### src/include/skenc_settings.svh
/*
 * Secret key encoder settings.
 * Dilithium modulus, vector sizes and memory geometry for the eta = 2 key packer.
 */
`ifndef SKENC_SETTINGS_SVH
`define SKENC_SETTINGS_SVH

// Prime modulus of the coefficient ring.
`define SKENC_Q 8380417

// Polynomial counts of the vectors s2 (K) and s1 (L).
`define SKENC_K 4
`define SKENC_L 4

// Coefficients per polynomial.
`define SKENC_N 256

// Width of every memory address in the subsystem.
`define SKENC_ADDR_W 15

// Read data shows up this many cycles after the request.
`define SKENC_RD_LAT 1

`endif

### src/skenc_mem_pkg.sv
/*
 * Memory side types for the secret key encoder.
 * Request opcodes, addresses, coefficient reads and packed key words.
 */
`default_nettype none

`include "skenc_settings.svh"

package skenc_mem_pkg;

    // Opcode carried on each memory port.
    typedef enum logic [1:0] {
        RW_IDLE  = 2'b00,
        RW_READ  = 2'b01,
        RW_WRITE = 2'b10
    } mem_op_e;

    typedef logic [`SKENC_ADDR_W-1:0] mem_addr_t;

    // One read returns four 24-bit residues, lane 0 in the low bits.
    typedef logic [3:0][23:0] coeff_quad_t;

    typedef logic [31:0] key_word_t;

endpackage

`default_nettype wire

### src/skenc_eta_pkg.sv
/*
 * Encoding side types for the secret key encoder.
 * Sequencer states and the 3-bit eta code.
 */
`default_nettype none

package skenc_eta_pkg;

    // Read sequencer states. DRAIN waits for the packer to finish.
    typedef enum logic [1:0] {
        SEQ_IDLE  = 2'b00,
        SEQ_READ  = 2'b01,
        SEQ_DRAIN = 2'b10,
        SEQ_DONE  = 2'b11
    } seq_state_e;

    // Packed code for one coefficient, eta minus the value mod Q.
    typedef logic [2:0] eta_code_t;

endpackage

`default_nettype wire

### src/sk_read_sequencer.sv
/*
 * Secret key read sequencer.
 * Walks both coefficient read ports over the whole key and runs start, abort and done.
 */
`default_nettype none
`timescale 1ns/100ps

`include "skenc_settings.svh"

module sk_read_sequencer (
    input  wire logic                       clk,
    input  wire logic                       reset_n,
    input  wire logic                       zeroize,
    input  wire logic                       sk_enable,
    input  wire skenc_mem_pkg::mem_addr_t   src_base_addr,
    input  wire skenc_mem_pkg::mem_addr_t   dest_base_addr,
    output skenc_mem_pkg::mem_op_e          rd_a_op,
    output skenc_mem_pkg::mem_addr_t        rd_a_addr,
    output skenc_mem_pkg::mem_op_e          rd_b_op,
    output skenc_mem_pkg::mem_addr_t        rd_b_addr,
    output logic                            rd_issue,
    input  wire logic                       coeff_bad,
    input  wire logic                       last_word_written,
    output logic                            pass_start,
    output logic                            pass_abort,
    output skenc_mem_pkg::mem_addr_t        dest_addr_locked,
    output logic                            sk_done,
    output logic                            sk_error
);
    import skenc_mem_pkg::*;
    import skenc_eta_pkg::*;

    // Each read pair carries eight coefficients.
    localparam int PAIRS  = (`SKENC_K + `SKENC_L) * `SKENC_N / 8;
    localparam int PAIR_W = $clog2(PAIRS);
    localparam int RD_LAT = `SKENC_RD_LAT;

    seq_state_e         state;
    logic [PAIR_W-1:0]  pair_cnt;
    mem_addr_t          src_locked;
    logic [RD_LAT-1:0]  issue_pipe;
    logic               reading;

    // ======================================
    // Read requests
    // ======================================

    assign reading = (state == SEQ_READ);

    assign rd_a_op   = reading ? RW_READ : RW_IDLE;
    assign rd_b_op   = reading ? RW_READ : RW_IDLE;
    assign rd_a_addr = reading ? src_locked + mem_addr_t'({pair_cnt, 1'b0}) : '0;
    assign rd_b_addr = reading ? src_locked + mem_addr_t'({pair_cnt, 1'b1}) : '0;

    // The issue strobe follows the read data through the memory latency.
    always_ff @(posedge clk or negedge reset_n) begin
        if (!reset_n) begin
            issue_pipe <= '0;
        end else if (zeroize) begin
            issue_pipe <= '0;
        end else begin
            issue_pipe <= RD_LAT'({issue_pipe, reading});
        end
    end

    assign rd_issue = issue_pipe[RD_LAT-1];

    // ======================================
    // Pass control
    // ======================================

    assign pass_start = (state == SEQ_IDLE) && sk_enable;
    // A bad string must not reach the residue, so abort in its own cycle.
    assign pass_abort = coeff_bad && (state != SEQ_IDLE);
    assign sk_done    = (state == SEQ_DONE);

    always_ff @(posedge clk or negedge reset_n) begin
        if (!reset_n) begin
            state            <= SEQ_IDLE;
            pair_cnt         <= '0;
            src_locked       <= '0;
            dest_addr_locked <= '0;
            sk_error         <= 1'b0;
        end else if (zeroize) begin
            state            <= SEQ_IDLE;
            pair_cnt         <= '0;
            src_locked       <= '0;
            dest_addr_locked <= '0;
            sk_error         <= 1'b0;
        end else begin
            case (state)
                SEQ_IDLE: begin
                    if (sk_enable) begin
                        state            <= SEQ_READ;
                        pair_cnt         <= '0;
                        src_locked       <= src_base_addr;
                        dest_addr_locked <= dest_base_addr;
                        sk_error         <= 1'b0;
                    end
                end
                SEQ_READ: begin
                    if (coeff_bad) begin
                        state    <= SEQ_IDLE;
                        sk_error <= 1'b1;
                    end else begin
                        pair_cnt <= pair_cnt + 1'b1;
                        if (pair_cnt == PAIR_W'(PAIRS - 1)) begin
                            state <= SEQ_DRAIN;
                        end
                    end
                end
                SEQ_DRAIN: begin
                    if (coeff_bad) begin
                        state    <= SEQ_IDLE;
                        sk_error <= 1'b1;
                    end else if (last_word_written) begin
                        state <= SEQ_DONE;
                    end
                end
                SEQ_DONE: begin
                    state <= SEQ_IDLE;
                end
                default: begin
                    state <= SEQ_IDLE;
                end
            endcase
        end
    end

endmodule

`default_nettype wire

### src/eta_coeff_encoder.sv
/*
 * Eta = 2 coefficient encoder.
 * Turns eight residues per cycle into 3-bit codes and flags values outside the range.
 */
`default_nettype none
`timescale 1ns/100ps

`include "skenc_settings.svh"

module eta_coeff_encoder (
    input  wire logic                       clk,
    input  wire logic                       reset_n,
    input  wire logic                       zeroize,
    input  wire logic                       data_valid,
    input  wire skenc_mem_pkg::coeff_quad_t rd_a_data,
    input  wire skenc_mem_pkg::coeff_quad_t rd_b_data,
    output logic                            code_valid,
    output logic [23:0]                     code_string,
    output logic                            coeff_bad
);
    import skenc_eta_pkg::*;

    localparam logic [23:0] Q = 24'(`SKENC_Q);

    eta_code_t [7:0] lane_code;
    logic      [7:0] lane_bad;

    // Returns {illegal, code}. Only 0, 1, 2, Q-1 and Q-2 are legal.
    function automatic logic [3:0] map_coeff(input logic [23:0] coeff);
        logic [3:0] result;
        case (coeff)
            24'd0:      result = {1'b0, 3'd2};
            24'd1:      result = {1'b0, 3'd1};
            24'd2:      result = {1'b0, 3'd0};
            Q - 24'd1:  result = {1'b0, 3'd3};
            Q - 24'd2:  result = {1'b0, 3'd4};
            default:    result = {1'b1, 3'd0};
        endcase
        return result;
    endfunction

    // Port A fills lanes 0 to 3, port B lanes 4 to 7.
    always_comb begin
        for (int i = 0; i < 4; i++) begin
            {lane_bad[i], lane_code[i]}         = map_coeff(rd_a_data[i]);
            {lane_bad[i + 4], lane_code[i + 4]} = map_coeff(rd_b_data[i]);
        end
    end

    always_ff @(posedge clk or negedge reset_n) begin
        if (!reset_n) begin
            code_valid  <= 1'b0;
            code_string <= '0;
            coeff_bad   <= 1'b0;
        end else if (zeroize) begin
            code_valid  <= 1'b0;
            code_string <= '0;
            coeff_bad   <= 1'b0;
        end else begin
            code_valid  <= data_valid;
            code_string <= lane_code;
            coeff_bad   <= data_valid && (|lane_bad);
        end
    end

endmodule

`default_nettype wire

### src/sk_word_packer.sv
/*
 * Key word packer.
 * Appends 24-bit code strings to a bit residue and writes full 32-bit words.
 */
`default_nettype none
`timescale 1ns/100ps

`include "skenc_settings.svh"

module sk_word_packer (
    input  wire logic                       clk,
    input  wire logic                       reset_n,
    input  wire logic                       zeroize,
    input  wire logic                       pass_start,
    input  wire logic                       pass_abort,
    input  wire skenc_mem_pkg::mem_addr_t   dest_addr_locked,
    input  wire logic                       code_valid,
    input  wire logic [23:0]                code_string,
    output skenc_mem_pkg::mem_op_e          wr_op,
    output skenc_mem_pkg::mem_addr_t        wr_addr,
    output skenc_mem_pkg::key_word_t        wr_data,
    output logic                            last_word_written
);
    import skenc_mem_pkg::*;

    localparam int WORDS  = (`SKENC_K + `SKENC_L) * `SKENC_N * 3 / 32;
    localparam int WORD_W = $clog2(WORDS);
    // At most 31 bits stay behind a write, plus one 24-bit string.
    localparam int RES_W  = 55;

    logic              active;
    logic [RES_W-1:0]  residue;
    logic [5:0]        res_cnt;
    logic [WORD_W-1:0] word_cnt;
    logic              emit;
    logic [RES_W-1:0]  kept;
    logic [5:0]        kept_cnt;
    logic [RES_W-1:0]  residue_next;
    logic [5:0]        res_cnt_next;

    // ======================================
    // Write port
    // ======================================

    // A word goes out in any cycle that holds 32 bits, so the input never waits.
    assign emit = active && (res_cnt >= 6'd32);

    assign wr_op             = emit ? RW_WRITE : RW_IDLE;
    assign wr_addr           = emit ? dest_addr_locked + mem_addr_t'(word_cnt) : '0;
    assign wr_data           = emit ? residue[31:0] : '0;
    assign last_word_written = emit && (word_cnt == WORD_W'(WORDS - 1));

    // ======================================
    // Residue update
    // ======================================

    always_comb begin
        kept         = emit ? (residue >> 32) : residue;
        kept_cnt     = emit ? (res_cnt - 6'd32) : res_cnt;
        residue_next = kept;
        res_cnt_next = kept_cnt;
        if (code_valid) begin
            residue_next = kept | (RES_W'(code_string) << kept_cnt);
            res_cnt_next = kept_cnt + 6'd24;
        end
    end

    always_ff @(posedge clk or negedge reset_n) begin
        if (!reset_n) begin
            active   <= 1'b0;
            residue  <= '0;
            res_cnt  <= '0;
            word_cnt <= '0;
        end else if (zeroize) begin
            active   <= 1'b0;
            residue  <= '0;
            res_cnt  <= '0;
            word_cnt <= '0;
        end else if (pass_start) begin
            active   <= 1'b1;
            residue  <= '0;
            res_cnt  <= '0;
            word_cnt <= '0;
        end else if (pass_abort || last_word_written) begin
            // Anything still in flight is dropped once the pass ends.
            active <= 1'b0;
        end else if (active) begin
            residue  <= residue_next;
            res_cnt  <= res_cnt_next;
            word_cnt <= word_cnt + WORD_W'(emit);
        end
    end

endmodule

`default_nettype wire

### src/skencode_top.sv
/*
 * Secret key encoder top level.
 * Read sequencer, eta encoder and word packer between the memory ports.
 */
`default_nettype none
`timescale 1ns/100ps

module skencode_top (
    input  wire logic                       clk,
    input  wire logic                       reset_n,
    input  wire logic                       zeroize,
    input  wire logic                       sk_enable,
    input  wire skenc_mem_pkg::mem_addr_t   src_base_addr,
    input  wire skenc_mem_pkg::mem_addr_t   dest_base_addr,
    output skenc_mem_pkg::mem_op_e          rd_a_op,
    output skenc_mem_pkg::mem_addr_t        rd_a_addr,
    input  wire skenc_mem_pkg::coeff_quad_t rd_a_data,
    output skenc_mem_pkg::mem_op_e          rd_b_op,
    output skenc_mem_pkg::mem_addr_t        rd_b_addr,
    input  wire skenc_mem_pkg::coeff_quad_t rd_b_data,
    output skenc_mem_pkg::mem_op_e          wr_op,
    output skenc_mem_pkg::mem_addr_t        wr_addr,
    output skenc_mem_pkg::key_word_t        wr_data,
    output logic                            sk_done,
    output logic                            sk_error
);
    import skenc_mem_pkg::*;

    logic        rd_issue;
    logic        code_valid;
    logic [23:0] code_string;
    logic        coeff_bad;
    logic        pass_start;
    logic        pass_abort;
    logic        last_word_written;
    mem_addr_t   dest_addr_locked;

    sk_read_sequencer u_seq (
        .clk               (clk),
        .reset_n           (reset_n),
        .zeroize           (zeroize),
        .sk_enable         (sk_enable),
        .src_base_addr     (src_base_addr),
        .dest_base_addr    (dest_base_addr),
        .rd_a_op           (rd_a_op),
        .rd_a_addr         (rd_a_addr),
        .rd_b_op           (rd_b_op),
        .rd_b_addr         (rd_b_addr),
        .rd_issue          (rd_issue),
        .coeff_bad         (coeff_bad),
        .last_word_written (last_word_written),
        .pass_start        (pass_start),
        .pass_abort        (pass_abort),
        .dest_addr_locked  (dest_addr_locked),
        .sk_done           (sk_done),
        .sk_error          (sk_error)
    );

    eta_coeff_encoder u_enc (
        .clk         (clk),
        .reset_n     (reset_n),
        .zeroize     (zeroize),
        .data_valid  (rd_issue),
        .rd_a_data   (rd_a_data),
        .rd_b_data   (rd_b_data),
        .code_valid  (code_valid),
        .code_string (code_string),
        .coeff_bad   (coeff_bad)
    );

    sk_word_packer u_pack (
        .clk               (clk),
        .reset_n           (reset_n),
        .zeroize           (zeroize),
        .pass_start        (pass_start),
        .pass_abort        (pass_abort),
        .dest_addr_locked  (dest_addr_locked),
        .code_valid        (code_valid),
        .code_string       (code_string),
        .wr_op             (wr_op),
        .wr_addr           (wr_addr),
        .wr_data           (wr_data),
        .last_word_written (last_word_written)
    );

endmodule

`default_nettype wire

### config.mk
export PLATFORM = sky130hd
export DESIGN_NAME = skencode_top
export DESIGN_NICKNAME = d
export VERILOG_FILES = /design/src/skenc_mem_pkg.sv /design/src/skenc_eta_pkg.sv /design/src/sk_read_sequencer.sv /design/src/eta_coeff_encoder.sv /design/src/sk_word_packer.sv /design/src/skencode_top.sv
export VERILOG_INCLUDE_DIRS = /design/src /design/src/include
export SDC_FILE = /design/constraint.sdc
export NUM_CORES = 1
export LEC_CHECK = 0
export BUFFER_PORTS_ARGS = -buffer_cell sky130_fd_sc_hd__buf_2
export CORE_AREA = 10 10 155 229
export DETAILED_ROUTE_END_ITERATION = 8
export DIE_AREA = 0 0 165 239
export GPL_TIMING_DRIVEN = 0
export PLACE_DENSITY = 0.58
export RECOVER_POWER = 100
export SLEW_MARGIN = 15
export SYNTH_ARGS = -nofsm -noshare
export SYNTH_HDL_FRONTEND = slang
export SYNTH_HIERARCHICAL = 1
export SYNTH_SLANG_ARGS = --single-unit
### constraint.sdc
create_clock -name clk -period 2.5 [get_ports clk]
set_input_delay 0.125 -clock clk [delete_from_list [all_inputs] [get_ports clk]]
set_output_delay 0.125 -clock clk [all_outputs]
set_load 0.05 [all_outputs]
==> flow_summary_export.csv, run 1 <==
group,metric,value,unit
status,status,"finished with violations",
status,violations,"capacitance limit, slew limit, setup timing",
cts,clk_path_buf_depth,2,
synthesis,synth-seq-area-share,36.3,%
place,dp_hpwl,28400,um
pwr,combPwrFrac,28.1,%
critical_path,setup.worst_path.class,"flop to output port",
cts,htreeDepth,4,
global_route,grt_max_degree,99,
sta,tightest_slew,1.86,ns
worst_hold_path,worstHoldStart,"rd_a_data[73]",
critical_path,worstPathRequired,2.38,ns
synthesis,synth-seq-cells,135,
sta,final_max_slew_viol_count,38,
final_layout,nets,1743,
sta,skew,0.0115,ns
global_route,gr-usage-all-layers,17.8,%
routing,drtIter0Drc,395,
floorplanning,coreArea,31400,sq um
synthesis,netlist_area,9300,sq um
pwr,power.density,518,nW/um^2
synthesis,synthMuxAreaShare,6.16,%
sta,max_slew_margin,-23.9,%
final_layout,fin_util,42.3,%
global_route,grt_pass1_wl,55900,um
cts,cts_tree,"built",
synthesis,synthTopCellsByCount,"148 x nand2_1, 135 x dfrtp_1, 87 x a21oi_1, 67 x nor2_1, 55 x mux2i_1",
sta,setup_violations,18,
sta,rsz0062_at_grt,"yes",
synthesis,synth-edff-count,0,
cts,cts-root-buf,"clkbuf_16",
pwr,ir_drop,0.416,mV
routing,avgRoutedWirePerCell,18.6,um
critical_path,path_max_fanout,5,
cts,clk-insertion-delay-late,0.43,ns
final_layout,instances_no_fill,1914,
routing,dr.pass1.iters,4,
place,pre_cts_slack,-0.728,ns
routing,drt-total-wl,35600,um
synthesis,synth_compound_area_share,18.6,%
floorplanning,die_h,239,um
synthesis,yosys.area_share.simple,29.0,%
floorplanning,start_util,29.6,%
floorplanning,dieArea,39400,sq um
critical_path,r2r-start,"u_seq/state[0]",
pwr,swShare,35.7,%
routing,drc,0,
synthesis,netlist_instances,1088,
final_layout,drive_gt1_share,32.4,%
critical_path,worstSetupEndpointType,"output port",
pwr,seq_power_share,34.8,%
place,place.gp.congestion,0.908,
synthesis,async_flop_share,100,%
sta,finalHoldViolCount,0,
routing,vias,9953,
sta,layout_setup_ws,-0.147,ns
final_layout,syn2layout_area_growth,43.1,%
cts,path_clk_slew,0.06,ns
synthesis,yosys.area.top_type,"dfrtp_1",
global_route,first_global_vias,10900,
place,placed_cells,1807,
synthesis,avgSynthCellArea,8.55,sq um
floorplanning,io_pins,311,
critical_path,cp.arrival,2.52,ns
place,io_buffers,307,
sta,fmax,378,MHz
floorplanning,fp-row-count,80,
global_route,grt.overflow.total,0,
pwr,power_leakage,5.79,nW
critical_path,crit_path_start,"u_seq/pair_cnt[0]",
synthesis,synthAdderAreaFrac,3.87,%
critical_path,r2r_slack,0.03,ns
worst_hold_path,hp-class,"primary input to flop",
sta,tns,-1.47,ns
pwr,p_sw,2.46,mW
sta,fin_crit_sh,106,%
critical_path,worst_setup_path_start_kind,"flop",
routing,ant_nets,0,
synthesis,synth_cell_types,81,
synthesis,synth_top_area_share,36.3,%
synthesis,ys.flop_type,"dfrtp_1",
synthesis,synth.area.top_cells,"dfrtp_1 36%, nand2_1 6.0%, mux2i_1 5.9%, a21oi_1 4.7%, ha_1 3.2%",
run,max_cap_viol_count,1,
global_route,antenna_found_initial,1,
synthesis,synth_top_family_by_area,"simple AND/OR/NAND/NOR gates",
pwr,p_total,6.89,mW
floorplanning,dieWidth,165,um
pwr,internal_power,4.43,mW
pwr,power_frac_clock,37.1,%
synthesis,synth_xor_area_share,1.13,%
synthesis,yosysMostFrequentCell,"nand2_1",
routing,vias_per_cell,5.20,
cts,cts-buffers-inserted,17,
sta,fin_crit,2.65,ns
cts,clkSinkCount,135,
synthesis,yosys_warnings,6,
-- per-stage QoR --
stage,cell area (sq um),hold WS (ns)
2_1_floorplan,9390,-0.171
3_3_place_gp,11400,0.352
3_5_place_dp,11500,0.0234
4_1_cts,13100,0.00148
5_1_grt,13300,0.0279
6_report,13300,0.0225
-- flip-flops by register name (all words and copies together) (netlist names) --
register,count
u_enc/code_string,24
u_enc/code_valid,1
u_enc/coeff_bad,1
u_pack/active,1
u_pack/res_cnt,3
u_pack/residue,55
u_pack/word_cnt,8
u_seq/dest_addr_locked,15
u_seq/pair_cnt,8
u_seq/rd_issue,1
u_seq/sk_error,1
u_seq/src_locked,15
u_seq/state,2
-- power by group through the flow --
stage	clock [mW]	sequential, mW	combinational [mW]
2_1_floorplan	0	2.40	1.12
3_3_place_gp	0	2.43	1.72
6_report	2.56	2.40	1.94
5_1_grt	2.72	2.42	2.14
4_1_cts	2.62	2.40	1.92
3_5_place_dp	0	2.44	1.75
-- final timing paths --
kind,end,cells after the start
max,rd_b_addr[13],9
min,u_enc/code_string[9],3
max reg2reg,u_pack/residue[36],9
min reg2reg,u_pack/residue[25],1
max in group asynchronous,u_pack/residue[53],3
min in group asynchronous,u_seq/dest_addr_locked[11],2
-- cells by family (layout without fill, tap and decap cells) --
group                    count (synthesis)  after routing
AND/OR/NAND/NOR                        505            505
AO/OA/AOI/OAI                          255            255
flip-flops                             135            135
buffers and inverters                   95            509
multiplexers                            57             57
adder cells (fa/ha/maj)                 27             27
XOR/XNOR                                12             12
other                                    2              4
-- timing repair --
action	CTS	global route
hold endpoints to repair	84	0
buffers inserted	26	10
setup endpoints to repair	86	83
pin swaps	20	18
gates resized for setup	108	43
hold buffers	44	0
-- critical path, cell delays in order, from the launching register on --
cell and delay (ns):
dfrtp_2 0.41, ha_4 0.16, inv_4 0.03, fa_2 0.34, nand2b_4 0.16, a21oi_4 0.24
o21ai_4 0.13, a21oi_4 0.21, mux2i_4 0.24, buf_6 0.18
-- cell type report --
type                            instances  area (sq um)
Antenna cell                            1          2.50
Buffer                                 62           345
Clock buffer                           17           425
Clock inverter                         15           174
Fill cell                            3113         18100
Inverter                               28           111
Multi-Input combinational cell        859          5950
Sequential cell                       135          3390
Tap cell                              410           513
Timing Repair Buffer                  387          2400
-- cell usage in the layout (no fill, tap or decap), types with 22 or more instances in the layout --
cell type	n
nand4_1	47
inv_1	25
mux2i_1	47
nor4_1	47
o2bb2ai_1	22
buf_6	26
clkbuf_1	39
nor2_1	62
a21oi_1	76
buf_4	50
nand2b_1	25
dlygate4sd3_1	44
o22ai_1	25
dfrtp_1	129
and3_1	41
buf_2	246
clkbuf_2	36
nand2_1	148
-- routing by layer --
metal | global-route usage, % | up-vias | routed length [um]
met5 | 0 | - | 0
met4 | 8.34 | 0 | 1300
met3 | 4.26 | 67 | 2150
met2 | 33.4 | 336 | 19200
met1 | 17.7 | 4687 | 12900
li1 | - | 4863 | -
(Power assumes the default switching activity.)
==> run 2: changes to the inputs <==
--- a/config.mk
+++ b/config.mk
@@ -7,12 +7,13 @@
 export NUM_CORES = 1
 export LEC_CHECK = 0
 export BUFFER_PORTS_ARGS = -buffer_cell sky130_fd_sc_hd__buf_2
+export CAP_MARGIN = 20
 export CORE_AREA = 10 10 155 229
+export CTS_BUF_LIST = sky130_fd_sc_hd__clkbuf_8
 export DETAILED_ROUTE_END_ITERATION = 8
 export DIE_AREA = 0 0 165 239
 export GPL_TIMING_DRIVEN = 0
 export PLACE_DENSITY = 0.58
-export RECOVER_POWER = 100
 export SLEW_MARGIN = 15
 export SYNTH_ARGS = -nofsm -noshare
 export SYNTH_HDL_FRONTEND = slang
==> flow_summary_export.csv, run 2 (synthesis gave the netlist of run 1 again) <==
group,metric,value,unit
cts,clk-insertion-delay-late,0.47,ns
final_layout,largest_register_ffs,55,
pwr,power_frac_clock,29.9,%
global_route,grt.overflow.total,0,
routing,vias_per_cell,5.25,
sta,tightest_slew,0.797,ns
sta,setup_violations,22,
global_route,grt_use_met1,18.0,%
critical_path,worstPathRequired,2.38,ns
critical_path,setup.worst_path.class,"flop to output port",
routing,drtIter0Drc,460,
critical_path,worst_setup_path_start_kind,"flop",
final_layout,fillers,3058,
routing,dr.pass1.iters,5,
pwr,combPwrFrac,32.2,%
sta,rsz0062_at_grt,"yes",
floorplanning,dieWidth,165,um
global_route,grt_max_degree,99,
place,place.gp.congestion,0.908,
global_route,gr-max-usage-layer,"met2",
routing,avgRoutedWirePerCell,18.7,um
sta,fmax,366,MHz
routing,drc,0,
sta,whs,0.0380,ns
routing,vias,10300,
floorplanning,start_util,29.6,%
sta,final_max_slew_viol_count,0,
global_route,first_global_vias,11000,
worst_hold_path,hp-class,"primary input to flop",
final_layout,nets,1782,
cts,htreeDepth,4,
status,status,"finished with violations",
global_route,grt_pass1_wl,56500,um
cts,cts-buffers-inserted,17,
run,max_cap_viol_count,0,
cts,cts_tree,"built",
pwr,seq_power_share,38.0,%
cts,clk_path_buf_depth,2,
sta,finalHoldViolCount,0,
sta,fin_crit_sh,109,%
place,io_buffers,307,
cts,path_clk_slew,0.09,ns
final_layout,syn2layout_area_growth,46.3,%
critical_path,worstSetupEndpointType,"output port",
critical_path,path_max_fanout,5,
global_route,globalRouteMet3Util,4.29,%
routing,ant_nets,0,
status,violations,"setup timing",
pwr,power.density,466,nW/um^2
sta,fin_crit,2.73,ns
place,dpl_cell_area,11500,sq um
floorplanning,io_pins,311,
pwr,ir_drop,0.305,mV
floorplanning,fp-row-count,80,
final_layout,drive_gt1_share,34.9,%
floorplanning,die_h,239,um
critical_path,cp.arrival,2.61,ns
final_layout,mostFrequentLayoutCells,"285 x buf_2, 143 x nand2_1, 127 x dfrtp_1",
pwr,swShare,38.1,%
final_layout,top_regs,"u_pack/residue (55), u_enc/code_string (24)",
final_layout,top_register,"u_pack/residue",
sta,max_slew_margin,46.9,%
floorplanning,coreArea,31400,sq um
cts,cts-root-buf,"clkbuf_8",
pwr,p_sw,2.41,mW
pwr,p_total,6.33,mW
place,dp_hpwl,28400,um
place,pre_cts_slack,-0.728,ns
final_layout,post-route-cell-area,13600,sq um
global_route,gr-usage-met2,33.8,%
pwr,internal_power,3.92,mW
final_layout,fin_util,43.3,%
sta,skew,0.0160,ns
routing,drt-total-wl,36500,um
global_route,gr-usage-all-layers,18.0,%
floorplanning,dieArea,39400,sq um
cts,clkSinkCount,135,
final_layout,final_common_cell,"buf_2",
pwr,power_leakage,6.01,nW
sta,layout_setup_ws,-0.234,ns
global_route,antenna_found_initial,2,
==> run 2: area by class of cell <==
class	instances	area (sq um)	area share, %
clock buffers	17	234	1.72
inverters	28	114	0.837
well taps	410	513	3.77
plain buffers	62	360	2.65
clock inverters	15	174	1.28
multi-input cells	859	6020	44.3
flip-flops and latches	135	3390	24.9
repair buffers	426	2790	20.5
diodes	2	5.00	0.0368
==> run 2: metrics by stage <==
step	instances	setup TNS, ns
6_report	1954	-2.92
5_1_grt	1954	-5.77
4_1_cts	1928	-3.29
3_5_place_dp	1807	-20.48
3_3_place_gp	1806	-109.13
2_1_floorplan	1089	-0.0729
==> run 2: per-layer routing <==
metal	up-vias	share of wire, %
met5	-	0
met4	0	4.0
met3	74	6.0
met2	351	54
met1	4890	36
li1	4950	-
==> run 2: path summary, 6_finish.rpt <==
path / from / end / slack [ns] / cells after the start
max in group asynchronous: reset_n / u_enc/code_string[0] / 1.59 / 3
setup / recovery: u_seq/pair_cnt[0] / rd_b_addr[13] / -0.23 / 9
hold / removal: rd_a_data[52] / u_enc/code_string[8] / 0.04 / 5
setup reg to reg: u_seq/state[0] / u_pack/residue[1] / 0.13 / 8
min in group asynchronous: reset_n / u_seq/dest_addr_locked[11] / 0.11 / 2
hold reg to reg: u_pack/residue[30] / u_pack/residue[30] / 0.49 / 1
==> run 2: critical path: stages (launching register included) <==
cell	delay, ns
dfrtp_2	0.41
ha_4	0.16
inv_4	0.03
fa_2	0.36
nand2b_4	0.17
a21oi_4	0.26
o21ai_4	0.13
a21oi_4	0.19
mux2i_4	0.25
buf_6	0.18
==> run 2: what timing repair did <==
item | CTS | global route
pin swaps | 22 | 32
setup endpoints to repair | 89 | 90
setup buffers | 31 | 24
endpoints found under the hold margin | 185 | 0
hold buffers | 63 | 0
gates resized for setup | 128 | 58
==> run 2: power by group through the flow <==
stage                     clock [mW]  combinational [mW]  sequential [mW]
after global placement             0                1.72             2.43
after global routing            2.06                2.23             2.42
after detailed placement           0                1.75             2.44
after CTS                       1.96                1.95             2.40
after floorplan                    0                1.12             2.40
final                           1.89                2.04             2.40
